`src/hdl/octree_macros.svh`:
```
`ifndef OCTREE_MACROS_SVH
`define OCTREE_MACROS_SVH

// tree geometry
`define OCT_TREE_LEVEL      4
`define OCT_LEVEL_W         2
`define OCT_OFFSET_W        3
// level field plus one offset per level
`define OCT_POS_W           14

// flag groups per subtree: 1 + 1 + 8 + 64 = 74, four to a word
`define OCT_WORDS_PER_TREE  19
`define OCT_GROUP_BASE_L2   2
`define OCT_GROUP_BASE_L3   10

// local sram
`define SRAM_ADDR_W         10
`define SRAM_DATA_W         64
// two flag bits for each of eight children
`define OCT_GROUP_W         16

`endif
```
`src/hdl/sram_pkg.sv`:
```
`default_nettype none

`include "octree_macros.svh"

package sram_pkg;

  // flag groups packed into one sram word
  localparam int unsigned LANES = `SRAM_DATA_W / `OCT_GROUP_W;

  typedef logic [`SRAM_ADDR_W-1:0] sram_addr_t;
  typedef logic [`SRAM_DATA_W-1:0] sram_data_t;

  // which 16-bit group inside the word
  typedef logic [$clog2(LANES)-1:0] lane_t;

endpackage

`default_nettype wire

```
`src/hdl/octree_pkg.sv`:
```
`default_nettype none

`include "octree_macros.svh"

package octree_pkg;

  //////////////////////////////////////////////////
  // position encoding
  //////////////////////////////////////////////////

  // {level, o0, o1, o2, o3}, o0 sits just below the level field
  typedef logic [`OCT_POS_W-1:0]    pos_t;
  typedef logic [`OCT_LEVEL_W-1:0]  level_t;

  // child index inside the parent, also the slot in a flag group
  typedef logic [`OCT_OFFSET_W-1:0] offset_t;

  //////////////////////////////////////////////////
  // walker FSM
  //////////////////////////////////////////////////

  // one pass of read, wait, write per visited level
  typedef enum logic [2:0] {
    WALK_IDLE,
    WALK_READ,
    WALK_WAIT,
    WALK_WRITE,
    WALK_FINISH
  } walk_state_e;

endpackage

`default_nettype wire

```
`src/hdl/octree_updater.sv`:
```
`timescale 1ns/1ps
`default_nettype none

module octree_updater #(
  parameter int unsigned TREE_START = 0
) (
  input  logic                 clk,
  input  logic                 rst_n,
  input  logic                 add_anchor,
  input  logic                 del_anchor,
  input  octree_pkg::pos_t     pos_encode,
  output logic                 add_done,
  output logic                 del_done,
  output logic                 sram_cen,
  output logic                 sram_gwen,
  output sram_pkg::sram_addr_t sram_a,
  output sram_pkg::sram_data_t sram_d,
  input  sram_pkg::sram_data_t sram_q
);

  typedef enum logic [1:0] {
    CMD_IDLE,
    CMD_ADDING,
    CMD_DELETING
  } cmd_state_e;

  cmd_state_e cmd_state;
  logic       accept;
  logic       walk_start;
  logic       walk_set;
  logic       walk_finish;

  //////////////////////////////////////////////////
  // command acceptance
  //////////////////////////////////////////////////

  // strobes outside idle are dropped, add wins a tie
  assign accept     = (cmd_state == CMD_IDLE) && (add_anchor || del_anchor);
  assign walk_start = accept;
  assign walk_set   = add_anchor;

  always_ff @(posedge clk or negedge rst_n) begin
    if (!rst_n) begin
      cmd_state <= CMD_IDLE;
    end else begin
      case (cmd_state)
        CMD_IDLE: begin
          if (add_anchor) begin
            cmd_state <= CMD_ADDING;
          end else if (del_anchor) begin
            cmd_state <= CMD_DELETING;
          end
        end
        CMD_ADDING, CMD_DELETING: begin
          if (walk_finish) begin
            cmd_state <= CMD_IDLE;
          end
        end
        default: begin
          cmd_state <= CMD_IDLE;
        end
      endcase
    end
  end

  // finish goes back to whichever command started the walk
  assign add_done = walk_finish && (cmd_state == CMD_ADDING);
  assign del_done = walk_finish && (cmd_state == CMD_DELETING);

  anchor_walker #(
    .TREE_START (TREE_START)
  ) walker_i (
    .clk       (clk),
    .rst_n     (rst_n),
    .start     (walk_start),
    .set_mode  (walk_set),
    .pos       (pos_encode),
    .finish    (walk_finish),
    .sram_cen  (sram_cen),
    .sram_gwen (sram_gwen),
    .sram_a    (sram_a),
    .sram_d    (sram_d),
    .sram_q    (sram_q)
  );

endmodule

`default_nettype wire

```
`src/hdl/anchor_walker.sv`:
```
`timescale 1ns/1ps
`default_nettype none

`include "octree_macros.svh"

module anchor_walker #(
  parameter int unsigned TREE_START = 0
) (
  input  logic                 clk,
  input  logic                 rst_n,
  input  logic                 start,
  input  logic                 set_mode,
  input  octree_pkg::pos_t     pos,
  output logic                 finish,
  output logic                 sram_cen,
  output logic                 sram_gwen,
  output sram_pkg::sram_addr_t sram_a,
  output sram_pkg::sram_data_t sram_d,
  input  sram_pkg::sram_data_t sram_q
);

  octree_pkg::walk_state_e            state;

  // held position, level field drops by one per step
  octree_pkg::pos_t                   walk_pos;
  octree_pkg::level_t                 walk_level;
  logic                               mode_set;
  // self bit on the node itself, child bit on every ancestor
  logic                               first_level;

  sram_pkg::sram_data_t               rd_word;
  sram_pkg::sram_addr_t               word_addr;
  sram_pkg::lane_t                    lane;
  octree_pkg::offset_t                slot;

  logic [$clog2(`OCT_GROUP_W)-1:0]    flag_idx;
  logic [$clog2(`SRAM_DATA_W)-1:0]    bit_idx;
  logic [`OCT_GROUP_W-1:0]            group_bits;
  logic [`OCT_GROUP_W-1:0]            flag_mask;
  sram_pkg::sram_data_t               word_mask;
  logic                               others_empty;

  assign walk_level = walk_pos[`OCT_POS_W-1 -: `OCT_LEVEL_W];

  octree_addr_gen #(
    .TREE_START (TREE_START)
  ) addr_gen_i (
    .pos       (walk_pos),
    .word_addr (word_addr),
    .lane      (lane),
    .slot      (slot)
  );

  //////////////////////////////////////////////////
  // flag bit selection
  //////////////////////////////////////////////////

  // bit 2k is the child flag, 2k+1 the self flag
  assign flag_idx = {slot, first_level};
  assign bit_idx  = {lane, flag_idx};

  always_comb begin
    flag_mask           = '0;
    flag_mask[flag_idx] = 1'b1;
  end

  always_comb begin
    word_mask          = '0;
    word_mask[bit_idx] = 1'b1;
  end

  assign group_bits = rd_word[lane*`OCT_GROUP_W +: `OCT_GROUP_W];

  // same test for both modes
  // add: group was empty before the set
  // delete: group is empty after the clear
  assign others_empty = ((group_bits & ~flag_mask) == '0);

  //////////////////////////////////////////////////
  // sram port
  //////////////////////////////////////////////////

  assign sram_cen  = !((state == octree_pkg::WALK_READ) ||
                       (state == octree_pkg::WALK_WRITE));
  assign sram_gwen = (state != octree_pkg::WALK_WRITE);
  assign sram_a    = word_addr;
  assign sram_d    = mode_set ? (rd_word | word_mask) : (rd_word & ~word_mask);

  assign finish = (state == octree_pkg::WALK_FINISH);

  // read data lands during the wait cycle
  always_ff @(posedge clk) begin
    if (state == octree_pkg::WALK_WAIT) begin
      rd_word <= sram_q;
    end
  end

  //////////////////////////////////////////////////
  // walk FSM
  //////////////////////////////////////////////////

  always_ff @(posedge clk or negedge rst_n) begin
    if (!rst_n) begin
      state       <= octree_pkg::WALK_IDLE;
      walk_pos    <= '0;
      mode_set    <= 1'b0;
      first_level <= 1'b0;
    end else begin
      case (state)
        octree_pkg::WALK_IDLE: begin
          if (start) begin
            walk_pos    <= pos;
            mode_set    <= set_mode;
            first_level <= 1'b1;
            state       <= octree_pkg::WALK_READ;
          end
        end
        octree_pkg::WALK_READ: begin
          state <= octree_pkg::WALK_WAIT;
        end
        octree_pkg::WALK_WAIT: begin
          state <= octree_pkg::WALK_WRITE;
        end
        octree_pkg::WALK_WRITE: begin
          // climb only while the group has nothing else in it
          if (others_empty && (walk_level != '0)) begin
            walk_pos[`OCT_POS_W-1 -: `OCT_LEVEL_W] <=
              octree_pkg::level_t'(walk_level - 1'b1);
            first_level <= 1'b0;
            state       <= octree_pkg::WALK_READ;
          end else begin
            state <= octree_pkg::WALK_FINISH;
          end
        end
        octree_pkg::WALK_FINISH: begin
          state <= octree_pkg::WALK_IDLE;
        end
        default: begin
          state <= octree_pkg::WALK_IDLE;
        end
      endcase
    end
  end

endmodule

`default_nettype wire

```
`src/hdl/octree_addr_gen.sv`:
```
`timescale 1ns/1ps
`default_nettype none

`include "octree_macros.svh"

module octree_addr_gen #(
  parameter int unsigned TREE_START = 0
) (
  input  octree_pkg::pos_t     pos,
  output sram_pkg::sram_addr_t word_addr,
  output sram_pkg::lane_t      lane,
  output octree_pkg::offset_t  slot
);

  // group index reaches 73 at level 3
  localparam int unsigned GROUP_IDX_W = 7;

  octree_pkg::level_t          level;
  octree_pkg::offset_t         offs [`OCT_TREE_LEVEL];
  logic [GROUP_IDX_W-1:0]      group_idx;

  //////////////////////////////////////////////////
  // field split
  //////////////////////////////////////////////////

  always_comb begin
    level = pos[`OCT_POS_W-1 -: `OCT_LEVEL_W];
    for (int i = 0; i < `OCT_TREE_LEVEL; i++) begin
      offs[i] = pos[`OCT_POS_W-`OCT_LEVEL_W-1-i*`OCT_OFFSET_W -: `OCT_OFFSET_W];
    end
  end

  //////////////////////////////////////////////////
  // group index within one subtree
  //////////////////////////////////////////////////

  // o0 picks the subtree, so it never enters the group index
  always_comb begin
    case (level)
      2'd0: group_idx = '0;
      2'd1: group_idx = GROUP_IDX_W'(1);
      2'd2: begin
        group_idx = GROUP_IDX_W'(`OCT_GROUP_BASE_L2) + GROUP_IDX_W'(offs[1]);
      end
      default: begin
        group_idx = GROUP_IDX_W'(`OCT_GROUP_BASE_L3)
                  + GROUP_IDX_W'({offs[1], 3'b000})
                  + GROUP_IDX_W'(offs[2]);
      end
    endcase
  end

  // four groups per word, low two bits select the lane
  assign word_addr = sram_pkg::sram_addr_t'(TREE_START)
                   + sram_pkg::sram_addr_t'(`OCT_WORDS_PER_TREE)
                     * sram_pkg::sram_addr_t'(offs[0])
                   + sram_pkg::sram_addr_t'(group_idx[GROUP_IDX_W-1:2]);

  assign lane = group_idx[1:0];

  // node's own slot in its group
  assign slot = offs[level];

endmodule

`default_nettype wire

```
`config.mk`:
```
export PLATFORM = sky130hd
export DESIGN_NAME = octree_updater
export DESIGN_NICKNAME = d
export VERILOG_FILES = /design/src/hdl/sram_pkg.sv /design/src/hdl/octree_pkg.sv /design/src/hdl/octree_updater.sv /design/src/hdl/anchor_walker.sv /design/src/hdl/octree_addr_gen.sv
export VERILOG_INCLUDE_DIRS = /design/src /design/src/hdl
export SDC_FILE = /design/constraint.sdc
export NUM_CORES = 1
export LEC_CHECK = 0
export BUFFER_PORTS_ARGS = -buffer_cell sky130_fd_sc_hd__buf_2
export CAP_MARGIN = 20
export CORE_ASPECT_RATIO = 0.9
export CORE_MARGIN = 2
export CORE_UTILIZATION = 52
export CTS_CLUSTER_DIAMETER = 120
export DETAILED_ROUTE_END_ITERATION = 8
export HOLD_SLACK_MARGIN = 0.02
export PLACE_DENSITY = 0.81
export RECOVER_POWER = 50
export SLEW_MARGIN = 30
export SYNTH_ARGS = -nofsm -noshare
export SYNTH_HDL_FRONTEND = slang
export SYNTH_SLANG_ARGS = --single-unit
```
`constraint.sdc`:
```
create_clock -name clk -period 6.6 [get_ports clk]
set_input_delay 0 -clock clk [delete_from_list [all_inputs] [get_ports clk]]
set_output_delay 0 -clock clk [all_outputs]
set_load 0.01 [all_outputs]
```
# [Word-level counts from Yosys, hierarchy flattened]
# Index checks and enable logic that the tools add are counted.
[totals] ff_bits=85 elab_cells=79
[op_classes] n_addsub=5 n_mul=1 n_lt_le_gt_ge=5 eq_ne=13 shifts=1 n_mux=22 bitwise_logic=6 n_reduce_logical=19
[ops] cell="64-bit AND" n=1
[ops] cell="64-bit 2-to-1 mux" n=1
[ops] cell="64-bit inverter" n=1
[ops] cell="64-bit bitwise OR" n=1
[ops] cell="64-bit by 7-bit indexed part select with 16-bit output" n=1
[ops] cell="7-bit case mux with 3 select lines" n=1
[ops] cell="16-bit AND" n=1
[ops] cell="16-bit zero test" n=1
[ops] cell="16-bit inverter" n=1
[ops] cell="14-bit 2-to-1 mux" n=1
[ops] cell="3-bit 2-to-1 mux" n=4
[ops] cell="3-bit case mux with 4 select lines" n=1
[ops] cell="8-bit by 5-bit adder with 9-bit output" n=1
[ops] cell="5-bit by 3-bit multiplier with 8-bit output, first input constant" n=1
[ops] cell="2-bit 2-to-1 mux" n=4
[ops] cell="2-bit case mux with 2 select lines" n=2
[ops] cell="4-bit by 6-bit adder with 7-bit output, first input constant" n=1
[ops] cell="7-bit by 3-bit adder with 7-bit output" n=1
[ops] cell="6-bit by 7-bit less-than comparator with 1-bit output, second input constant" n=1
[ops] cell="3-bit binary-select mux with 2-bit select" n=1
[ops] cell="1-bit demux with 6-bit select" n=1
[ops] cell="3-bit by 2-bit == test with 1-bit output, second input constant" n=2
[ops] cell="6-bit by 1-bit >= comparator with 1-bit output, second input constant" n=1
[ops] cell="1-bit logical AND" n=6
[ops] cell="other kinds (24)" n=35

# [Longest topological paths before layout]
[depth] ltp_word=14 depth_mapped=13

# [By module]
# Synthesis repeated with hierarchy kept, for this count alone.
[hier_totals] hier_cells=417 hier_area_um2=5250.0
[modules_own_cells] mod="anchor_walker" instances=1 cells_each=334 area_each_um2=4500.6
[modules_own_cells] mod="octree_addr_gen" instances=1 cells_each=65 area_each_um2=573.0
[modules_own_cells] mod="octree_updater" instances=1 cells_each=18 area_each_um2=176.4

# [Least setup slack after synthesis]
# OpenSTA, ideal clock, no wires.
[synth_timing] kind="register to register" start="register walker_i.state[0]" end="register walker_i.rd_word[0], enable pin" setup_ps=565 arrival_time_ps=4836 path_slack_ps=1200 stages_incl_launch_ff=2 n_path_buf=0 period_less_slack_ps=5400 path_cell_list="dfrtp_1 nor3_1"
[synth_between] elab_chain_cells=1
[synth_lines] item="start: declaration" line_no="anchor_walker.sv:22" rtl="octree_pkg::walk_state_e state;"
[synth_lines] item="start signal: assignment" line_no="anchor_walker.sv:104" rtl="state <= octree_pkg::WALK_IDLE;"
[synth_lines] item="start signal: assignment" line_no="anchor_walker.sv:115" rtl="state <= octree_pkg::WALK_READ;"
[synth_lines] item="start signal: assignment" line_no="anchor_walker.sv:119" rtl="state <= octree_pkg::WALK_WAIT;"
[synth_lines] item="3-bit by 2-bit == test with 1-bit output" line_no="anchor_walker.sv:93" rtl="if (state == octree_pkg::WALK_WAIT) begin"
[synth_lines] item="end signal: assignment" line_no="anchor_walker.sv:94" rtl="rd_word <= sram_q;"
[synth_lines] item="end: declaration" line_no="anchor_walker.sv:31" rtl="sram_pkg::sram_data_t rd_word;"
# No other way between the ends.
# A chain may end at the register's enable or synchronous reset.

# [Worst setup path after layout]
[layout_timing] start="register walker_i.walk_pos[13]" end="output sram_d[53]"
[layout_between] elab_chain_cells=11 elab_cells_between_ends=17 classes_between="2 x order compare; 2 x eq/ne; 7 x mux; 4 x bitwise; 2 x reduce/logical"
[layout_lines] item="start: declaration" line_no="anchor_walker.sv:25" rtl="octree_pkg::pos_t walk_pos;"
[layout_lines] item="start signal: assignment" line_no="anchor_walker.sv:112" rtl="walk_pos <= pos;"
[layout_lines] item="start signal: indexed assignment" line_no="anchor_walker.sv:127" rtl="walk_pos[`OCT_POS_W-1 -: `OCT_LEVEL_W] <="
[layout_lines] item="2-bit inverter with 3-bit output (not written as such)" line_no="octree_addr_gen.sv:62" rtl="assign slot = offs[level];"
[layout_lines] item="3-bit binary-select mux with 2-bit select" line_no="octree_addr_gen.sv:62"
[layout_lines] item="3-bit 2-to-1 mux (not written as such) (2 in series)" line_no="octree_addr_gen.sv:62"
[layout_lines] item="6-bit by 7-bit less-than comparator with 1-bit output (not written as such) or 6-bit by 1-bit >= comparator with 1-bit output (tied branches)" line_no="anchor_walker.sv:69" rtl="word_mask[bit_idx] = 1'b1;"
[layout_lines] item="1-bit logical AND (not written as such)" line_no="anchor_walker.sv:69"
[layout_lines] item="1-bit 2-to-1 mux (not written as such)" line_no="anchor_walker.sv:69"
[layout_lines] item="1-bit demux with 6-bit select (*)"
[layout_lines] item="64-bit inverter" line_no="anchor_walker.sv:87" rtl="assign sram_d = mode_set ? (rd_word | word_mask) : (rd_word & ~word_mask);"
[layout_lines] item="64-bit AND" line_no="anchor_walker.sv:87"
[layout_lines] item="64-bit 2-to-1 mux (*)" line_no="anchor_walker.sv:87"
[layout_lines] item="end: declaration" line_no="octree_updater.sv:17" rtl="output sram_pkg::sram_data_t sram_d,"
# Every way passes the cells marked *; elsewhere a longest branch is shown, timed or not. The select of a mux whose other input is x is not followed.

==> impl_metrics.yaml <==
status:
  outcome: "complete, but fails checks"
  violations: "capacitance limit, slew limit"
cells_and_area:
  antenna_cells: 0
  final_core_util: 0.739
  nFillCells: 649
  regArea_um2: 2450
  multiInputGateArea_um2: 2670
  syn_to_final_growth_pct: 36.1
  drive_above_1_share: 0.365
  layout.nets: 818
place:
  dp.final_hpwl_mm: 10.8
  routabilityCongestion: 0.899
  portBuffers: 157
power_and_ir_drop:
  power.density_nw_per_um2: 524
  vdd_drop_max_uv: 447
  p_total_mw: 3.79
  leakagePower_nw: 2.98
worst_setup_path:
  start_kind: "flop"
  cp.required_ps: 6600
  r2r_cells: 8
  regToRegEndpoint: "walker_i.walk_pos[12]"
  crit_path_max_fanout: 23
  endpoint: "sram_d[53]"
  crit_type: "flop to output pin"
  crit_arrival_ps: 4150
  r2r_slack_ps: 2550
  startpoint: "walker_i.walk_pos[13]"
  r2r_start: "walker_i.walk_pos[13]"
  cp-end-kind: "output pin"
drt:
  drc: 0
  wl_mm: 16.0
  drt_first_pass_iters: 5
  routedWlPerCell_um: 18.9
  antenna_left: 0
  drt_iter0_drc: 414
  viasPerCell: 5.79
  vias: 4888
sta:
  finalHoldViolations: 0
  rsz0062_at_grt: "no"
  finalMaxSlewViolations: 41
  finalCriticalPeriod_ps: 4150
  fmax_ghz: 0.241
  finalSetupViolCount: 0
  period_share: 0.629
  clock_skew_ps: 10.4
  tns_ps: 0
  worst_pin_slew_ps: 2120
  maxSlewHeadroom: -0.415
clock_tree:
  post_cts_resized: 0
  cts_buffer_depth: 2
  h-tree-depth: 3
  cts_tree: "yes"
  numCtsBuffers: 9
  insertion_delay_ps: 340
  cts-root-buf: "clkbuf_16"
  clk_pin_slew_ps: 70
  cts_sinks: 85
logic_synthesis:
  syn_area_um2: 5310
  synthFlopType: "edfxtp_1"
  seq_area_frac_synth: 0.461
  synth_top_area_frac: 0.362
  synthCells: 489
  synth_area_per_cell_um2: 10.9
  yosys_warnings: 0
  synth.most_common_cell: "mux2_2"
  synthArstFlopShare: 0.247
  ys_seq_elements: 85
  synth-edff-count: 64
  synth_common_cells: "mux2_2 (75), nand2_1 (74), edfxtp_1 (64), nor2_1 (40)"
  yosysUniqueCellTypes: 55
  yosys.area.top_type: "edfxtp_1"
  synth.top_cells.by_area: "edfxtp_1 (36%), mux2_2 (16%), dfrtp_1 (9.9%)"
worst_hold_path:
  holdCritPathClass: "primary input to flop"
global_routing:
  grt_max_degree: 41
  grt_pass1_vias: 4867
  grt_pass1_wl_mm: 24.9
  track_usage: 0.287
  overflow: 0
  antenna_found_initial: 0
floorplan:
  rows: 34
  core_um2: 9780
  start_util: 0.543
  die_w_um: 111
  die_h_um: 99.9
  ios: 160
  dieArea_um2: 11000
job:
  max-cap-violations: 1
power breakdown:
part	total (mW)	switching (mW)	leakage (nW)	internal (mW)
registers	1.02	0.196	0.847	0.826
logic	2.27	1.33	1.98	0.937
clock network	0.498	0.233	0.147	0.266
total	3.79	1.76	2.98	2.03
per-stage QoR:
step | hold slack, ps | cells | setup slack (ps) | cell area (um^2)
after floorplan | -296 | 490 | 1200 | 5320
after global placement | -27.9 | 748 | 2860 | 6160
after detailed placement | -9.30 | 748 | 2640 | 6160
after CTS | 20.4 | 844 | 2570 | 7250
after global routing | 56.5 | 844 | 2230 | 7230
final | 17.2 | 844 | 2450 | 7230
final cells by class:
type,instances,share of cell area
clock inverters,7,0.00969
repair buffers,240,0.220
multi-input cells,358,0.369
flip-flops and latches,85,0.339
clock buffers,9,0.0312
inverters,19,0.00987
well taps,126,0.0218
layer usage:
layer | routed length, um | track usage
met5 | 0 | 0
met1 | 6170 | 0.359
met2 | 7840 | 0.496
met4 | 543 | 0.120
met3 | 1410 | 0.0531
cells by family (layout without fill, tap and decap cells):
logic type,count (synthesis),after routing,synth area share
fa+ha+maj,23,23,0.0570
mux,79,79,0.176
compound gates,79,79,0.107
buf+inv,47,275,0.0382
other cells,1,2,0.000706
simple gates,167,167,0.147
xor+xnor,8,8,0.0132
flops,85,85,0.461
registers in the layout (all words and copies together), names as in the netlist:
register,flops
cmd_state,2
walker_i.first_level,1
walker_i.mode_set,1
walker_i.rd_word,64
walker_i.state,3
walker_i.walk_pos,14
worst min path at each step:
| stage | start | to | slack, ps | cells after the start |
|---|---|---|---|---|
| 2_1_floorplan | rst_n | cmd_state[0] | -300 | 0 |
| 3_3_place_gp | rst_n | cmd_state[1] | -30 | 1 |
| 3_5_place_dp | rst_n | cmd_state[1] | -9 | 1 |
| 4_1_cts | pos_encode[12] | walker_i.walk_pos[12] | 20 | 4 |
| 5_1_grt | pos_encode[12] | walker_i.walk_pos[12] | 60 | 4 |
| 6_report | pos_encode[12] | walker_i.walk_pos[12] | 20 | 4 |
what timing repair did:
item,4_1_cts,5_1_grt
endpoints found under the hold margin,100,0
setup buffers,0,0
hold buffers,80,0
cell usage in the layout (no fill, tap or decap), types with 10 or more instances in the layout:
master / instances
edfxtp_1: 64
nor2_1: 39
nand2_1: 74
a21oi_1: 16
dlygate4sd3_1: 80
buf_2: 146
inv_1: 19
dfrtp_1: 21
clkbuf_1: 12
ha_1: 21
mux2_2: 75
nand3_1: 10
o21ai_0: 21
critical path: stages (launching register included):
cell	delay (ps)
dfrtp_1	500
ha_1	470
a211o_1	570
nand2_1	630
nor2_1	1000
nand2_1	130
mux2_2	350
buf_2	150
No activity file was read; power rests on OpenSTA's default activity.
